$ cat src/common/hex_oled_pkg.sv
package hex_oled_pkg;

    // Panel geometry in pixels.
    localparam int X_SIZE = 96;
    localparam int Y_SIZE = 64;

    // Character cell; glyph fills columns 0..4 and rows 0..6.
    localparam int CELL_W = 6;
    localparam int CELL_H = 8;
    localparam int TEXT_COLS = X_SIZE / CELL_W;

    localparam int DATA_BITS = 128;
    localparam int HALF_BITS = DATA_BITS / 2; // One text row.

    // RGB565 colours.
    localparam int COLOR_BITS = 16;
    localparam logic [COLOR_BITS-1:0] FG_COLOR = 16'h07E0;
    localparam logic [COLOR_BITS-1:0] BG_COLOR = 16'h0000;

    // Panel reset timing in clocks.
    localparam int RESET_CYCLES = 64;
    localparam int DELAY_BITS = $clog2(RESET_CYCLES);
    localparam logic [DELAY_BITS-1:0] DELAY_LAST = DELAY_BITS'(RESET_CYCLES - 1);

    localparam int INIT_SIZE = 13;

    typedef enum logic [1:0] {
        st_reset_low,
        st_reset_wait,
        st_init,
        st_pixels
    } drv_state_t;

endpackage

$ cat src/hex_render/hex_glyph_rom.sv
`timescale 1ns/10ps

module hex_glyph_rom
(
    input  logic       clk,
    input  logic [3:0] digit,
    input  logic [2:0] glyph_row,
    output logic [4:0] row_bits
);

    logic [34:0] glyph; // Row 0 in the top five bits.

    always_comb
    begin
        case (digit)
            4'h0: glyph = {5'h0E, 5'h11, 5'h13, 5'h15, 5'h19, 5'h11, 5'h0E};
            4'h1: glyph = {5'h04, 5'h0C, 5'h04, 5'h04, 5'h04, 5'h04, 5'h0E};
            4'h2: glyph = {5'h0E, 5'h11, 5'h01, 5'h02, 5'h04, 5'h08, 5'h1F};
            4'h3: glyph = {5'h1F, 5'h02, 5'h04, 5'h02, 5'h01, 5'h11, 5'h0E};
            4'h4: glyph = {5'h02, 5'h06, 5'h0A, 5'h12, 5'h1F, 5'h02, 5'h02};
            4'h5: glyph = {5'h1F, 5'h10, 5'h1E, 5'h01, 5'h01, 5'h11, 5'h0E};
            4'h6: glyph = {5'h06, 5'h08, 5'h10, 5'h1E, 5'h11, 5'h11, 5'h0E};
            4'h7: glyph = {5'h1F, 5'h01, 5'h02, 5'h04, 5'h08, 5'h08, 5'h08};
            4'h8: glyph = {5'h0E, 5'h11, 5'h11, 5'h0E, 5'h11, 5'h11, 5'h0E};
            4'h9: glyph = {5'h0E, 5'h11, 5'h11, 5'h0F, 5'h01, 5'h02, 5'h0C};
            4'hA: glyph = {5'h0E, 5'h11, 5'h11, 5'h11, 5'h1F, 5'h11, 5'h11};
            4'hB: glyph = {5'h1E, 5'h11, 5'h11, 5'h1E, 5'h11, 5'h11, 5'h1E};
            4'hC: glyph = {5'h0E, 5'h11, 5'h10, 5'h10, 5'h10, 5'h11, 5'h0E};
            4'hD: glyph = {5'h1C, 5'h12, 5'h11, 5'h11, 5'h11, 5'h12, 5'h1C};
            4'hE: glyph = {5'h1F, 5'h10, 5'h10, 5'h1E, 5'h10, 5'h10, 5'h1F};
            default: glyph = {5'h1F, 5'h10, 5'h10, 5'h1E, 5'h10, 5'h10, 5'h10};
        endcase
    end

    always_ff @(posedge clk)
    begin
        if (glyph_row == 3'd7)
            row_bits <= 5'b0; // Spacing row.
        else
            row_bits <= glyph[(6 - int'(glyph_row)) * 5 +: 5];
    end

endmodule

$ cat src/hex_render/hex_pixel_render.sv
`timescale 1ns/10ps

module hex_pixel_render
    import hex_oled_pkg::*;
(
    input  logic                  clk,
    input  logic                  rst,
    input  logic [6:0]            pix_x,
    input  logic [5:0]            pix_y,
    input  logic                  frame_start,
    input  logic [DATA_BITS-1:0]  display_value,
    output logic [COLOR_BITS-1:0] pix_color
);

    logic [DATA_BITS-1:0] snapshot;
    logic [HALF_BITS-1:0] half;
    logic [3:0]           text_col;
    logic [2:0]           text_row;
    logic [2:0]           cell_x;
    logic [2:0]           glyph_row;
    logic [3:0]           digit;
    logic                 row_used;
    logic [4:0]           row_bits;
    logic [2:0]           cell_x_d;
    logic                 row_used_d;
    logic                 glyph_bit;

    always_comb
    begin
        text_col  = 4'(pix_x / 7'(CELL_W));
        cell_x    = 3'(pix_x % 7'(CELL_W));
        text_row  = 3'(pix_y / 6'(CELL_H));
        glyph_row = 3'(pix_y % 6'(CELL_H));
        row_used  = (text_row < 3'd2);
        // Row 0 shows the upper half, leftmost digit most significant.
        half  = text_row[0] ? snapshot[HALF_BITS-1:0] : snapshot[DATA_BITS-1:HALF_BITS];
        digit = half[(TEXT_COLS - 1 - int'(text_col)) * 4 +: 4];
    end

    hex_glyph_rom hex_glyph_rom_inst
    (
        .clk       (clk),
        .digit     (digit),
        .glyph_row (glyph_row),
        .row_bits  (row_bits)
    );

    always_ff @(posedge clk)
    begin
        if (rst)
        begin
            snapshot   <= '0;
            row_used_d <= 1'b0;
        end
        else
        begin
            if (frame_start)
                snapshot <= display_value; // Held for the whole frame.
            row_used_d <= row_used;
        end
    end

    // Bit 4 of row_bits is the leftmost pixel.
    assign glyph_bit = (cell_x_d < 3'd5) ? row_bits[3'd4 - cell_x_d] : 1'b0;

    always_ff @(posedge clk)
    begin
        cell_x_d  <= cell_x;
        pix_color <= (row_used_d && glyph_bit) ? FG_COLOR : BG_COLOR;
    end

endmodule

$ cat src/logic/hex_oled_top.sv
`timescale 1ns/10ps

module hex_oled_top
    import hex_oled_pkg::*;
(
    input  logic        clk,
    input  logic        rst,
    input  logic        wb_cyc,
    input  logic        wb_stb,
    input  logic        wb_we,
    input  logic [1:0]  wb_adr,
    input  logic [3:0]  wb_sel,
    input  logic [31:0] wb_dat_w,
    output logic [31:0] wb_dat_r,
    output logic        wb_ack,
    output logic        oled_csn,
    output logic        oled_clk,
    output logic        oled_mosi,
    output logic        oled_dc,
    output logic        oled_resn
);

    logic [DATA_BITS-1:0]  display_value;
    logic [COLOR_BITS-1:0] pix_color;
    logic [6:0]            pix_x;
    logic [5:0]            pix_y;
    logic                  frame_start;
    logic [3:0]            init_index;
    logic [7:0]            init_byte;

    wb_display_regs wb_display_regs_inst
    (
        .clk           (clk),
        .rst           (rst),
        .wb_cyc        (wb_cyc),
        .wb_stb        (wb_stb),
        .wb_we         (wb_we),
        .wb_adr        (wb_adr),
        .wb_sel        (wb_sel),
        .wb_dat_w      (wb_dat_w),
        .wb_dat_r      (wb_dat_r),
        .wb_ack        (wb_ack),
        .display_value (display_value)
    );

    hex_pixel_render hex_pixel_render_inst
    (
        .clk           (clk),
        .rst           (rst),
        .pix_x         (pix_x),
        .pix_y         (pix_y),
        .frame_start   (frame_start),
        .display_value (display_value),
        .pix_color     (pix_color)
    );

    oled_init_rom oled_init_rom_inst
    (
        .init_index (init_index),
        .init_byte  (init_byte)
    );

    oled_spi_driver oled_spi_driver_inst
    (
        .clk         (clk),
        .rst         (rst),
        .init_byte   (init_byte),
        .pix_color   (pix_color),
        .init_index  (init_index),
        .pix_x       (pix_x),
        .pix_y       (pix_y),
        .frame_start (frame_start),
        .oled_csn    (oled_csn),
        .oled_clk    (oled_clk),
        .oled_mosi   (oled_mosi),
        .oled_dc     (oled_dc),
        .oled_resn   (oled_resn)
    );

endmodule

$ cat src/logic/wb_display_regs.sv
`timescale 1ns/10ps

module wb_display_regs
    import hex_oled_pkg::*;
(
    input  logic                 clk,
    input  logic                 rst,
    input  logic                 wb_cyc,
    input  logic                 wb_stb,
    input  logic                 wb_we,
    input  logic [1:0]           wb_adr,
    input  logic [3:0]           wb_sel,
    input  logic [31:0]          wb_dat_w,
    output logic [31:0]          wb_dat_r,
    output logic                 wb_ack,
    output logic [DATA_BITS-1:0] display_value
);

    logic [31:0] regs [4];
    logic        access;

    // First cycle of a transfer; ack rises on this edge.
    assign access = wb_cyc && wb_stb && !wb_ack;

    assign display_value = {regs[3], regs[2], regs[1], regs[0]};

    always_ff @(posedge clk)
    begin
        if (rst)
        begin
            wb_ack <= 1'b0;
            for (int i = 0; i < 4; i++)
                regs[i] <= '0;
        end
        else
        begin
            wb_ack <= access;
            if (access && wb_we)
            begin
                for (int b = 0; b < 4; b++)
                    if (wb_sel[b])
                        regs[wb_adr][b*8 +: 8] <= wb_dat_w[b*8 +: 8]; // Byte lanes.
            end
        end
    end

    always_ff @(posedge clk)
    begin
        if (access)
            wb_dat_r <= regs[wb_adr];
    end

endmodule

$ cat src/oled_spi/oled_init_rom.sv
`timescale 1ns/10ps

module oled_init_rom
(
    input  logic [3:0] init_index,
    output logic [7:0] init_byte
);

    always_comb
    begin
        case (init_index)
            4'd0:    init_byte = 8'hAE; // Display off.
            4'd1:    init_byte = 8'hA0; // Remap and colour depth.
            4'd2:    init_byte = 8'h72;
            4'd3:    init_byte = 8'hA1; // Start line.
            4'd4:    init_byte = 8'h00;
            4'd5:    init_byte = 8'hA2; // Display offset.
            4'd6:    init_byte = 8'h00;
            4'd7:    init_byte = 8'hA4; // Normal display.
            4'd8:    init_byte = 8'hA8; // Multiplex ratio.
            4'd9:    init_byte = 8'h3F;
            4'd10:   init_byte = 8'hAD; // Master config.
            4'd11:   init_byte = 8'h8E;
            4'd12:   init_byte = 8'hAF; // Display on.
            default: init_byte = 8'h00;
        endcase
    end

endmodule

$ cat src/oled_spi/oled_spi_driver.sv
`timescale 1ns/10ps

module oled_spi_driver
    import hex_oled_pkg::*;
(
    input  logic                  clk,
    input  logic                  rst,
    input  logic [7:0]            init_byte,
    input  logic [COLOR_BITS-1:0] pix_color,
    output logic [3:0]            init_index,
    output logic [6:0]            pix_x,
    output logic [5:0]            pix_y,
    output logic                  frame_start,
    output logic                  oled_csn,
    output logic                  oled_clk,
    output logic                  oled_mosi,
    output logic                  oled_dc,
    output logic                  oled_resn
);

    drv_state_t            state;
    logic [DELAY_BITS-1:0] delay_cnt;
    logic [3:0]            bit_cnt;
    logic                  byte_sel; // Low colour byte next.
    logic [7:0]            tx_byte;
    logic [7:0]            color_lo;
    logic [7:0]            next_byte;
    logic                  sending;
    logic                  load;
    logic                  last_x;
    logic                  last_y;

    assign sending = (state == st_init) || (state == st_pixels);
    assign load    = sending && (bit_cnt == 4'd0);
    assign last_x  = (pix_x == 7'(X_SIZE - 1));
    assign last_y  = (pix_y == 6'(Y_SIZE - 1));

    always_comb
    begin
        if (state == st_init)
            next_byte = init_byte;
        else if (byte_sel)
            next_byte = color_lo;
        else
            next_byte = pix_color[15:8];
    end

    // Colour of the previous coordinate, stable for a full pixel slot.
    always_ff @(posedge clk)
    begin
        if (load)
        begin
            tx_byte <= next_byte;
            if (state == st_pixels && !byte_sel)
                color_lo <= pix_color[7:0];
        end
    end

    always_ff @(posedge clk)
    begin
        if (rst)
        begin
            state       <= st_reset_low;
            delay_cnt   <= '0;
            bit_cnt     <= '0;
            byte_sel    <= 1'b0;
            init_index  <= '0;
            pix_x       <= '0;
            pix_y       <= '0;
            frame_start <= 1'b0;
            oled_csn    <= 1'b1;
            oled_clk    <= 1'b0;
            oled_mosi   <= 1'b0;
            oled_dc     <= 1'b0;
            oled_resn   <= 1'b0;
        end
        else
        begin
            frame_start <= 1'b0;
            case (state)
                st_reset_low:
                begin
                    delay_cnt <= delay_cnt + 1'b1;
                    if (delay_cnt == DELAY_LAST)
                    begin
                        delay_cnt <= '0;
                        oled_resn <= 1'b1;
                        state     <= st_reset_wait;
                    end
                end
                st_reset_wait:
                begin
                    delay_cnt <= delay_cnt + 1'b1;
                    if (delay_cnt == DELAY_LAST)
                    begin
                        oled_csn <= 1'b0; // Selected for good.
                        bit_cnt  <= '0;
                        state    <= st_init;
                    end
                end
                st_init:
                begin
                    // Pixel (0,0) is already presented during the last command.
                    if (bit_cnt == 4'd0 && init_index == 4'(INIT_SIZE - 1))
                        frame_start <= 1'b1;
                    if (bit_cnt == 4'd15)
                    begin
                        if (init_index == 4'(INIT_SIZE - 1))
                            state <= st_pixels;
                        else
                            init_index <= init_index + 1'b1;
                    end
                end
                st_pixels:
                begin
                    if (bit_cnt == 4'd0 && !byte_sel)
                    begin
                        if (last_x)
                        begin
                            pix_x <= '0;
                            pix_y <= last_y ? 6'd0 : pix_y + 1'b1;
                            if (last_y)
                                frame_start <= 1'b1;
                        end
                        else
                        begin
                            pix_x <= pix_x + 1'b1;
                        end
                    end
                    if (bit_cnt == 4'd15)
                        byte_sel <= !byte_sel;
                end
                default: state <= st_reset_low;
            endcase

            // Mode 0 serializer, MSB first.
            if (sending)
            begin
                bit_cnt  <= bit_cnt + 1'b1;
                oled_clk <= bit_cnt[0];
                if (bit_cnt == 4'd0)
                begin
                    oled_mosi <= next_byte[7];
                    oled_dc   <= (state == st_pixels);
                end
                else if (!bit_cnt[0])
                begin
                    oled_mosi <= tx_byte[~bit_cnt[3:1]];
                end
            end
        end
    end

endmodule

$ cat config.mk
export PLATFORM = sky130hd
export DESIGN_NAME = hex_oled_top
export DESIGN_NICKNAME = d
export VERILOG_FILES = /design/src/common/hex_oled_pkg.sv /design/src/hex_render/hex_glyph_rom.sv /design/src/hex_render/hex_pixel_render.sv /design/src/logic/hex_oled_top.sv /design/src/logic/wb_display_regs.sv /design/src/oled_spi/oled_init_rom.sv /design/src/oled_spi/oled_spi_driver.sv
export SDC_FILE = /design/constraint.sdc
export NUM_CORES = 1
export LEC_CHECK = 0
export ABC_AREA = 1
export BUFFER_PORTS_ARGS = -buffer_cell sky130_fd_sc_hd__buf_4
export CORE_MARGIN = 1
export CORE_UTILIZATION = 45
export CTS_BUF_LIST = sky130_fd_sc_hd__clkbuf_4
export CTS_CLUSTER_DIAMETER = 80
export DETAILED_ROUTE_END_ITERATION = 6
export SLEW_MARGIN = 20
export SYNTH_ARGS = -nofsm -noshare
export SYNTH_HDL_FRONTEND = slang
export SYNTH_SLANG_ARGS = --single-unit
$ cat constraint.sdc
create_clock -name clk -period 4.6 [get_ports clk]
set_input_delay 0 -clock clk [delete_from_list [all_inputs] [get_ports clk]]
set_output_delay 0 -clock clk [all_outputs]
set_load 0.005 [all_outputs]
==> results of run 1 <==
## layout make-up
cell class                 count  area, sq um
clock buffer                 154         1160
antenna                        1         2.50
multi-input combinational   1613         7780
sequential                   352         8740
inverter                     142          541
timing repair buffer         150         1250
fill                        3784        17800
clock inverter                26          164
tap                          511          639
## worst min-delay path by stage
stage / endpoint / slack, ps / depth (start not counted)
floorplan: oled_spi_driver_inst.init_index[2]$_SDFFE_PP0P_ / 130 / 1
global placement: wb_display_regs_inst.wb_ack$_SDFF_PP0_ / 330 / 3
detailed placement: wb_display_regs_inst.regs[3][11]$_DFFE_PP_ / 330 / 3
CTS: wb_display_regs_inst.regs[2][15]$_SDFFCE_PN0P_ / 0.5 / 5
global route: wb_display_regs_inst.regs[3][6]$_DFFE_PP_ / 60 / 4
finish: wb_display_regs_inst.wb_dat_r[15]$_DFFE_PP_ / 50 / 4
## per-stage QoR
step	power [uW]	hold slack [ps]	utilization (%)	setup slack [ps]
6_report	6650	49.7	53.3	378
5_1_grt	6910	60.9	53.3	9.46
4_1_cts	6720	0.515	53.0	235
3_5_place_dp	3700	335	48.4	237
3_3_place_gp	3700	330	48.4	375
2_1_floorplan	3570	131	-	880
## kinds of logic after synthesis
| family | after synthesis | share of synthesized area (%) |
|---|---|---|
| compound gates | 359 | 10.9 |
| xor+xnor | 10 | 0.500 |
| fa+ha+maj | 40 | 2.90 |
| buf+inv | 258 | 6.05 |
| flops | 352 | 49.9 |
| mux | 29 | 1.66 |
| simple gates | 1173 | 28.1 |
## metal layers
metal / global-route usage, % / up-vias / wire length (um)
li1: - / 7765 / -
met5: 0 / - / 11
met3: 5.37 / 117 / 3570
met4: 11.7 / 2 / 1730
met2: 41.0 / 615 / 23100
met1: 33.8 / 7420 / 22600
## registers in the layout (all words and copies together), names as in the netlist, 2 cells and up
name,flops
wb_display_regs_inst.regs,128
hex_pixel_render_inst.hex_glyph_rom_inst.row_bits,5
oled_spi_driver_inst.delay_cnt,6
oled_spi_driver_inst.init_index,4
oled_spi_driver_inst.bit_cnt,4
oled_init_rom_inst.init_byte,8
hex_pixel_render_inst.snapshot,128
oled_spi_driver_inst.state,2
oled_spi_driver_inst.tx_byte,8
oled_spi_driver_inst.pix_y,6
hex_pixel_render_inst.cell_x_d,3
wb_display_regs_inst.wb_dat_r,32
oled_spi_driver_inst.pix_x,7
## report_power, final
| group | internal [uW] | total (uW) | switching [uW] |
|---|---|---|---|
| clock | 1630 | 2980 | 1350 |
| combinational | 103 | 275 | 172 |
| sequential | 3350 | 3390 | 36.0 |
## tightest hold or removal path, stage by stage
cell and delay, ps:
buf_4 110, nand2_1 110, nor2_4 90, buf_4 310
## layout by cell type (no fill, tap or decap), types with 3 or more instances in the layout
master / instances
a21oi_1: 57
buf_4: 106
clkbuf_4: 154
clkinv_1: 22
clkinv_2: 4
dfxtp_1: 181
dlygate4sd3_1: 43
edfxtp_1: 169
ha_1: 38
inv_1: 131
inv_2: 5
mux2i_1: 29
nand2_1: 402
nand2_2: 9
nand2_4: 6
nand3_1: 237
nand3_2: 6
nand4_1: 15
nor2_1: 467
nor3_1: 18
o21ai_0: 236
o21ai_1: 10
o22ai_1: 37
xnor2_1: 3
xor2_1: 7
## what timing repair did
item,in CTS,in global routing
hold endpoints to repair,205,0
endpoints found under the setup margin,0,5
hold buffers,43,0
resized for setup,0,6
setup buffers,0,7
==> run metrics, run 1 <==
vias in the first global route=14800; CP top delay family=simple AND/OR/NAND/NOR gates; Total Wirelength=51000 um; skew final=between 60 and 70 ps; die width=199 um; Area growth, synth to finish=15.7%; worst slew pin tran=roughly 1000 ps; initial antenna violation count=2; CTS Buf Count=96; DPL Wire Length=33000 um; Site Rows=around 70; crit-path max cell delay=450 ps; final std cells w/o fill=between 2000 and 3000; H-tree depth=3; detailed-route DRC error count=0; most used flip-flop cell after synthesis=dfxtp_1; vias=15900; DRT Pass-1 Iters=6; total grt overflow=0; EDFF count, synth=169; final hold violations=0; Crit. Startpoint=oled_spi_driver_inst.pix_x[4]$_SDFFE_PP0P_; most frequent cells after synthesis=nor2_1, nand2_1, nand3_1; syn_area_per_cell=7.89 sq um; Worst Reg-to-Reg Cells=28; Post-Syn Area=0.0175 sq mm; Worst Path Class, Setup=reg -> reg; CP endpoint kind=flop; YS warnings=0; most frequent cell after synthesis=nor2_1; unrepaired setup endpoints after global routing=no; Initial Util=a little under half; Initial DRC Count=between 1000 and 1500; max_slew headroom=33.1%; Setup TNS=0 ps; largest net degree at the start of global routing=104; Top Ports=slightly above 80; sequential fraction of the synthesis area=between 40% and 50%; post-route cell area=0.0203 sq mm; Syn Inst Count=2221; Tightest Hold Check Type=in -> reg; FMAX=0.237 GHz; Routed Antenna Nets=0; asr flop ratio synth=0%; Worst Path Arrival=around 5000 ps; Yosys reg bits=352; routability cong.=0.949; Root Buffer=clkbuf_4; drt via density=approximately 5.4; maximum VDD drop=358 uV; setup violators final=0; Core Region=0.0380 sq mm; CTS sink cnt=around 350; worst skew pair latency=~800 ps; status=completed; Crit. path cell count=28; max cap viols=0; CTS tree=yes; leakage=0.00868 uW; slowest cell on the critical path=dfxtp_1; clk buf depth=3; nets=2438; Synth top area share=29.0%; crit path launch type=flop; synthesized netlist net count=2304; Power Dens Cells=328 mW/mm^2; clock slew at reported path FFs=about 80 ps; post-synthesis cell type count=52; dominant cell type by area after synthesis=edfxtp_1; GRT Util Overall=25.8%; top cells by area, synth=edfxtp_1, dfxtp_1, nor2_1; R2R Setup Slk=380 ps; minimum clock period=between 4000 and 5000 ps; data required time of the worst path=between 5000 and 6000 ps; worst hold start=wb_cyc; worst path bufs/invs=4; WL per Instance=roughly 17 um; global-route wire length before repair=79000 um; # placed instances=2716; placed cell area=0.0184 sq mm; port bufs=80; die area=slightly below 0.04 sq mm; reg2reg start=oled_spi_driver_inst.pix_x[4]$_SDFFE_PP0P_; Die Ht=199 um; share of layout cells above drive strength 1=12.8%; pins over their slew limit=0; Crit Path Max Fanout=23; part of the cycle the worst path needs=91.8%
Power figures use the tool's default switching activity.
==> run 2, diff against run 1 <==
- SYNTH_HIERARCHICAL: default -> 1
==> run metrics, run 2 <==
Top Ports=81 (unchanged); Routed Antenna Nets=0 (unchanged); die width=204 um (+2.1%); Power Dens Cells=306 mW/mm^2 (-6.9%); Placement Setup Slack=94.3 ps (-142 ps); Initial Util=45.8% (-0.26 points); CTS tree=yes; WL per Instance=17.5 um (+1.0%); Synth top area share=28.9% (-0.066 points); Post-Syn Area=0.0183 sq mm (+4.4%); pins over their slew limit=0 (unchanged); crit path launch type=flop; Seq pwr share=52.8% (+1.8 points); final std cells w/o fill=2985 (+1.2%); switching power=1550 uW (-0.77%); CP endpoint kind=flop; vias=16100 (+1.4%); total grt overflow=0 (unchanged); Worst Path Arrival=4950 ps (+40 ps); Tightest Hold Check Type=in -> reg; Sw Share=24.1% (+0.66 points); setup violators final=0 (unchanged); drt via density=5.41 (+0.16%); largest net degree at the start of global routing=97 (-6.7%); Final WS setup=296 ps (-82.7 ps); skew final=48.9 ps (-14.8 ps); initial antenna violation count=2 (unchanged); Finished Core Util=52.6% (-0.70 points); max_slew headroom=31.2% (-2.0 points); M1 wire length=22500 um (-0.43%); crit-path max cell delay=410 ps (-40 ps); Worst Path Class, Setup=reg -> reg; routed wl met2=25300 um (+9.4%); Initial DRC Count=1339 (+1.6%); biggest registers after layout=hex_pixel_render_inst/snapshot x128, wb_display_regs_inst/regs x128, wb_display_regs_inst/wb_dat_r x32; max cap viols=0 (unchanged); CTS Buf Count=92 (-4.2%); fillers=3810 (+0.69%); Die Ht=204 um (+2.1%); die area=0.0414 sq mm (+4.3%); GRT Util Overall=25.2% (-0.67 points); routability cong.=0.954 (+0.54%); post-synthesis cell type count=51 (-1.9%); FMAX=0.232 GHz (-1.9%); DPL Wire Length=33900 um (+2.6%); Setup TNS=0 ps (unchanged); worst path bufs/invs=5 (+1); top cells by area, synth=edfxtp_1, dfxtp_1, nand2_1; # placed instances=2748 (+1.2%); most frequent cells in the layout=nand2_1, nand3_1, nor2_1; EDFF count, synth=176 (+4.1%); DRT Pass-1 Iters=6 (unchanged); minimum clock period=4300 ps (+82.7 ps); vias in the first global route=15500 (+4.6%); Area growth, synth to finish=14.8%; maximum VDD drop=212 uV (-41%); Clock power frac=42.5% (-2.4 points); most used flip-flop cell after synthesis=edfxtp_1; sequential fraction of the synthesis area=48.1% (-1.8 points); nets=2460 (+0.90%); commonest non-fill, non-tap cell in the layout=nand2_1; H-tree depth=3 (unchanged); Site Rows=73 (+2.8%); Syn Inst Count=2248 (+1.2%); most frequent cell after synthesis=nand2_1; Core Region=0.0399 sq mm (+5.0%); asr flop ratio synth=0% (unchanged); global-route wire length before repair=82500 um (+4.4%); clk buf depth=3 (unchanged); Hold Slack=89.2 ps (+39.5 ps); detailed-route DRC error count=0 (unchanged); part of the power in combinational logic=4.6% (+0.5 points); Crit Path Max Fanout=10 (-57%); leakage=0.00824 uW (-5.0%); Yosys reg bits=351 (-0.28%); most frequent cells after synthesis=nand2_1, nand3_1, nor2_1; wire length on met3=3090 um (-13%); CP top delay family=simple AND/OR/NAND/NOR gates; CTS sink cnt=351 (-0.28%); clock slew at reported path FFs=70 ps (about the same); dominant cell type by area after synthesis=edfxtp_1; DR top layer=met4; final hold violations=0 (unchanged); port bufs=80 (unchanged); worst slew pin tran=1030 ps (+29.8 ps); Int Pwr=4870 uW (-4.3%); share of layout cells above drive strength 1=14.8% (+2.0 points); slowest cell on the critical path=dfxtp_2; YS warnings=6 (+6); most frequent CP cell=nand2_1; part of the cycle the worst path needs=93.6% (+1.8 points); worst skew pair latency=780 ps (-30 ps); data required time of the worst path=5240 ps (-50 ps); Root Buffer=clkbuf_4; status=completed; syn_area_per_cell=8.13 sq um (+3.1%); Total Wirelength=52100 um (+2.3%)
run 2: cell types whose count changed after synthesis, sizes merged, moves of 5 or more:
cell    change
nand3      +31
o21ai     -154
nand2     +179
nor3       -11
clkbuf     -18
nand4      +23
mux2i      +35
nor2      -223
dfxtp       -8
o22ai       -5
buf        +39
a21oi     +135
edfxtp      +7
run 2: path summary, 6_finish.rpt:
check | start | slack, ps | end | cells after the start
hold / removal | wb_dat_w[12] | 90 | wb_display_regs_inst/regs[3][12]$_DFFE_PP_ | 4
hold reg to reg | oled_spi_driver_inst/oled_resn$_SDFFE_PP0P_ | 450 | oled_spi_driver_inst/oled_resn$_SDFFE_PP0P_ | 2
setup reg to reg | oled_spi_driver_inst/pix_x[5]$_SDFFE_PP0P_ | 300 | flop | 33
setup / recovery | oled_spi_driver_inst/pix_x[5]$_SDFFE_PP0P_ | 300 | flop | 33
run 2: logic make-up after synthesis:
logic type	count (synthesis)	synth area share, %
AOI/OAI and AO/OA	329	9.65
muxes	64	3.50
buffers and inverters	284	7.05
xor gates and xnor gates	10	0.479
other	1	0.0205
DFF	351	48.1
adders and majority gates	38	2.64
and+or+nand+nor	1171	28.6
run 2: area by class of cell:
type / count / area (sq um) / area share, %
multi-input cells: 1624 / 8350 / 39.8
diodes: 2 / 5.00 / 0.0238
clock buffers: 134 / 1010 / 4.79
repair buffers: 163 / 1420 / 6.78
clock inverters: 39 / 193 / 0.918
well taps: 525 / 657 / 3.13
inverters: 147 / 567 / 2.70
flip-flops and latches: 351 / 8800 / 41.9
run 2: metal layers:
layer	vias to the layer above	global-route usage (%)
met5	-	0
li1	7867	-
met4	0	8.32
met1	7627	32.9
met2	549	42.3
met3	96	3.96
run 2: stage by stage:
step | total power, uW | cell area, sq um
3_5_place_dp | 3730 | 19100
4_1_cts | 6500 | 20800
5_1_grt | 6710 | 21000
6_report | 6420 | 21000
3_3_place_gp | 3720 | 19100
2_1_floorplan | 3600 | 18300
run 2: repair_timing:
| action | CTS | global route |
|---|---|---|
| hold buffers | 49 | 0 |
| endpoints found under the hold margin | 241 | 0 |
| setup endpoints to repair | 0 | 5 |
| setup buffers | 0 | 8 |
| gates resized for setup | 0 | 30 |
run 2: power by group through the flow:
stage / combinational, uW / sequential (uW) / clock [uW]
2_1_floorplan: 149 / 3450 / 0
3_3_place_gp: 266 / 3460 / 0
3_5_place_dp: 269 / 3460 / 0
4_1_cts: 298 / 3390 / 2820
5_1_grt: 322 / 3400 / 2990
6_report: 297 / 3390 / 2730
run 2: tightest hold or removal path, stage by stage:
cell and delay, ps:
dlygate4sd3_1 520, buf_4 100, nand2_1 90, inv_1 60
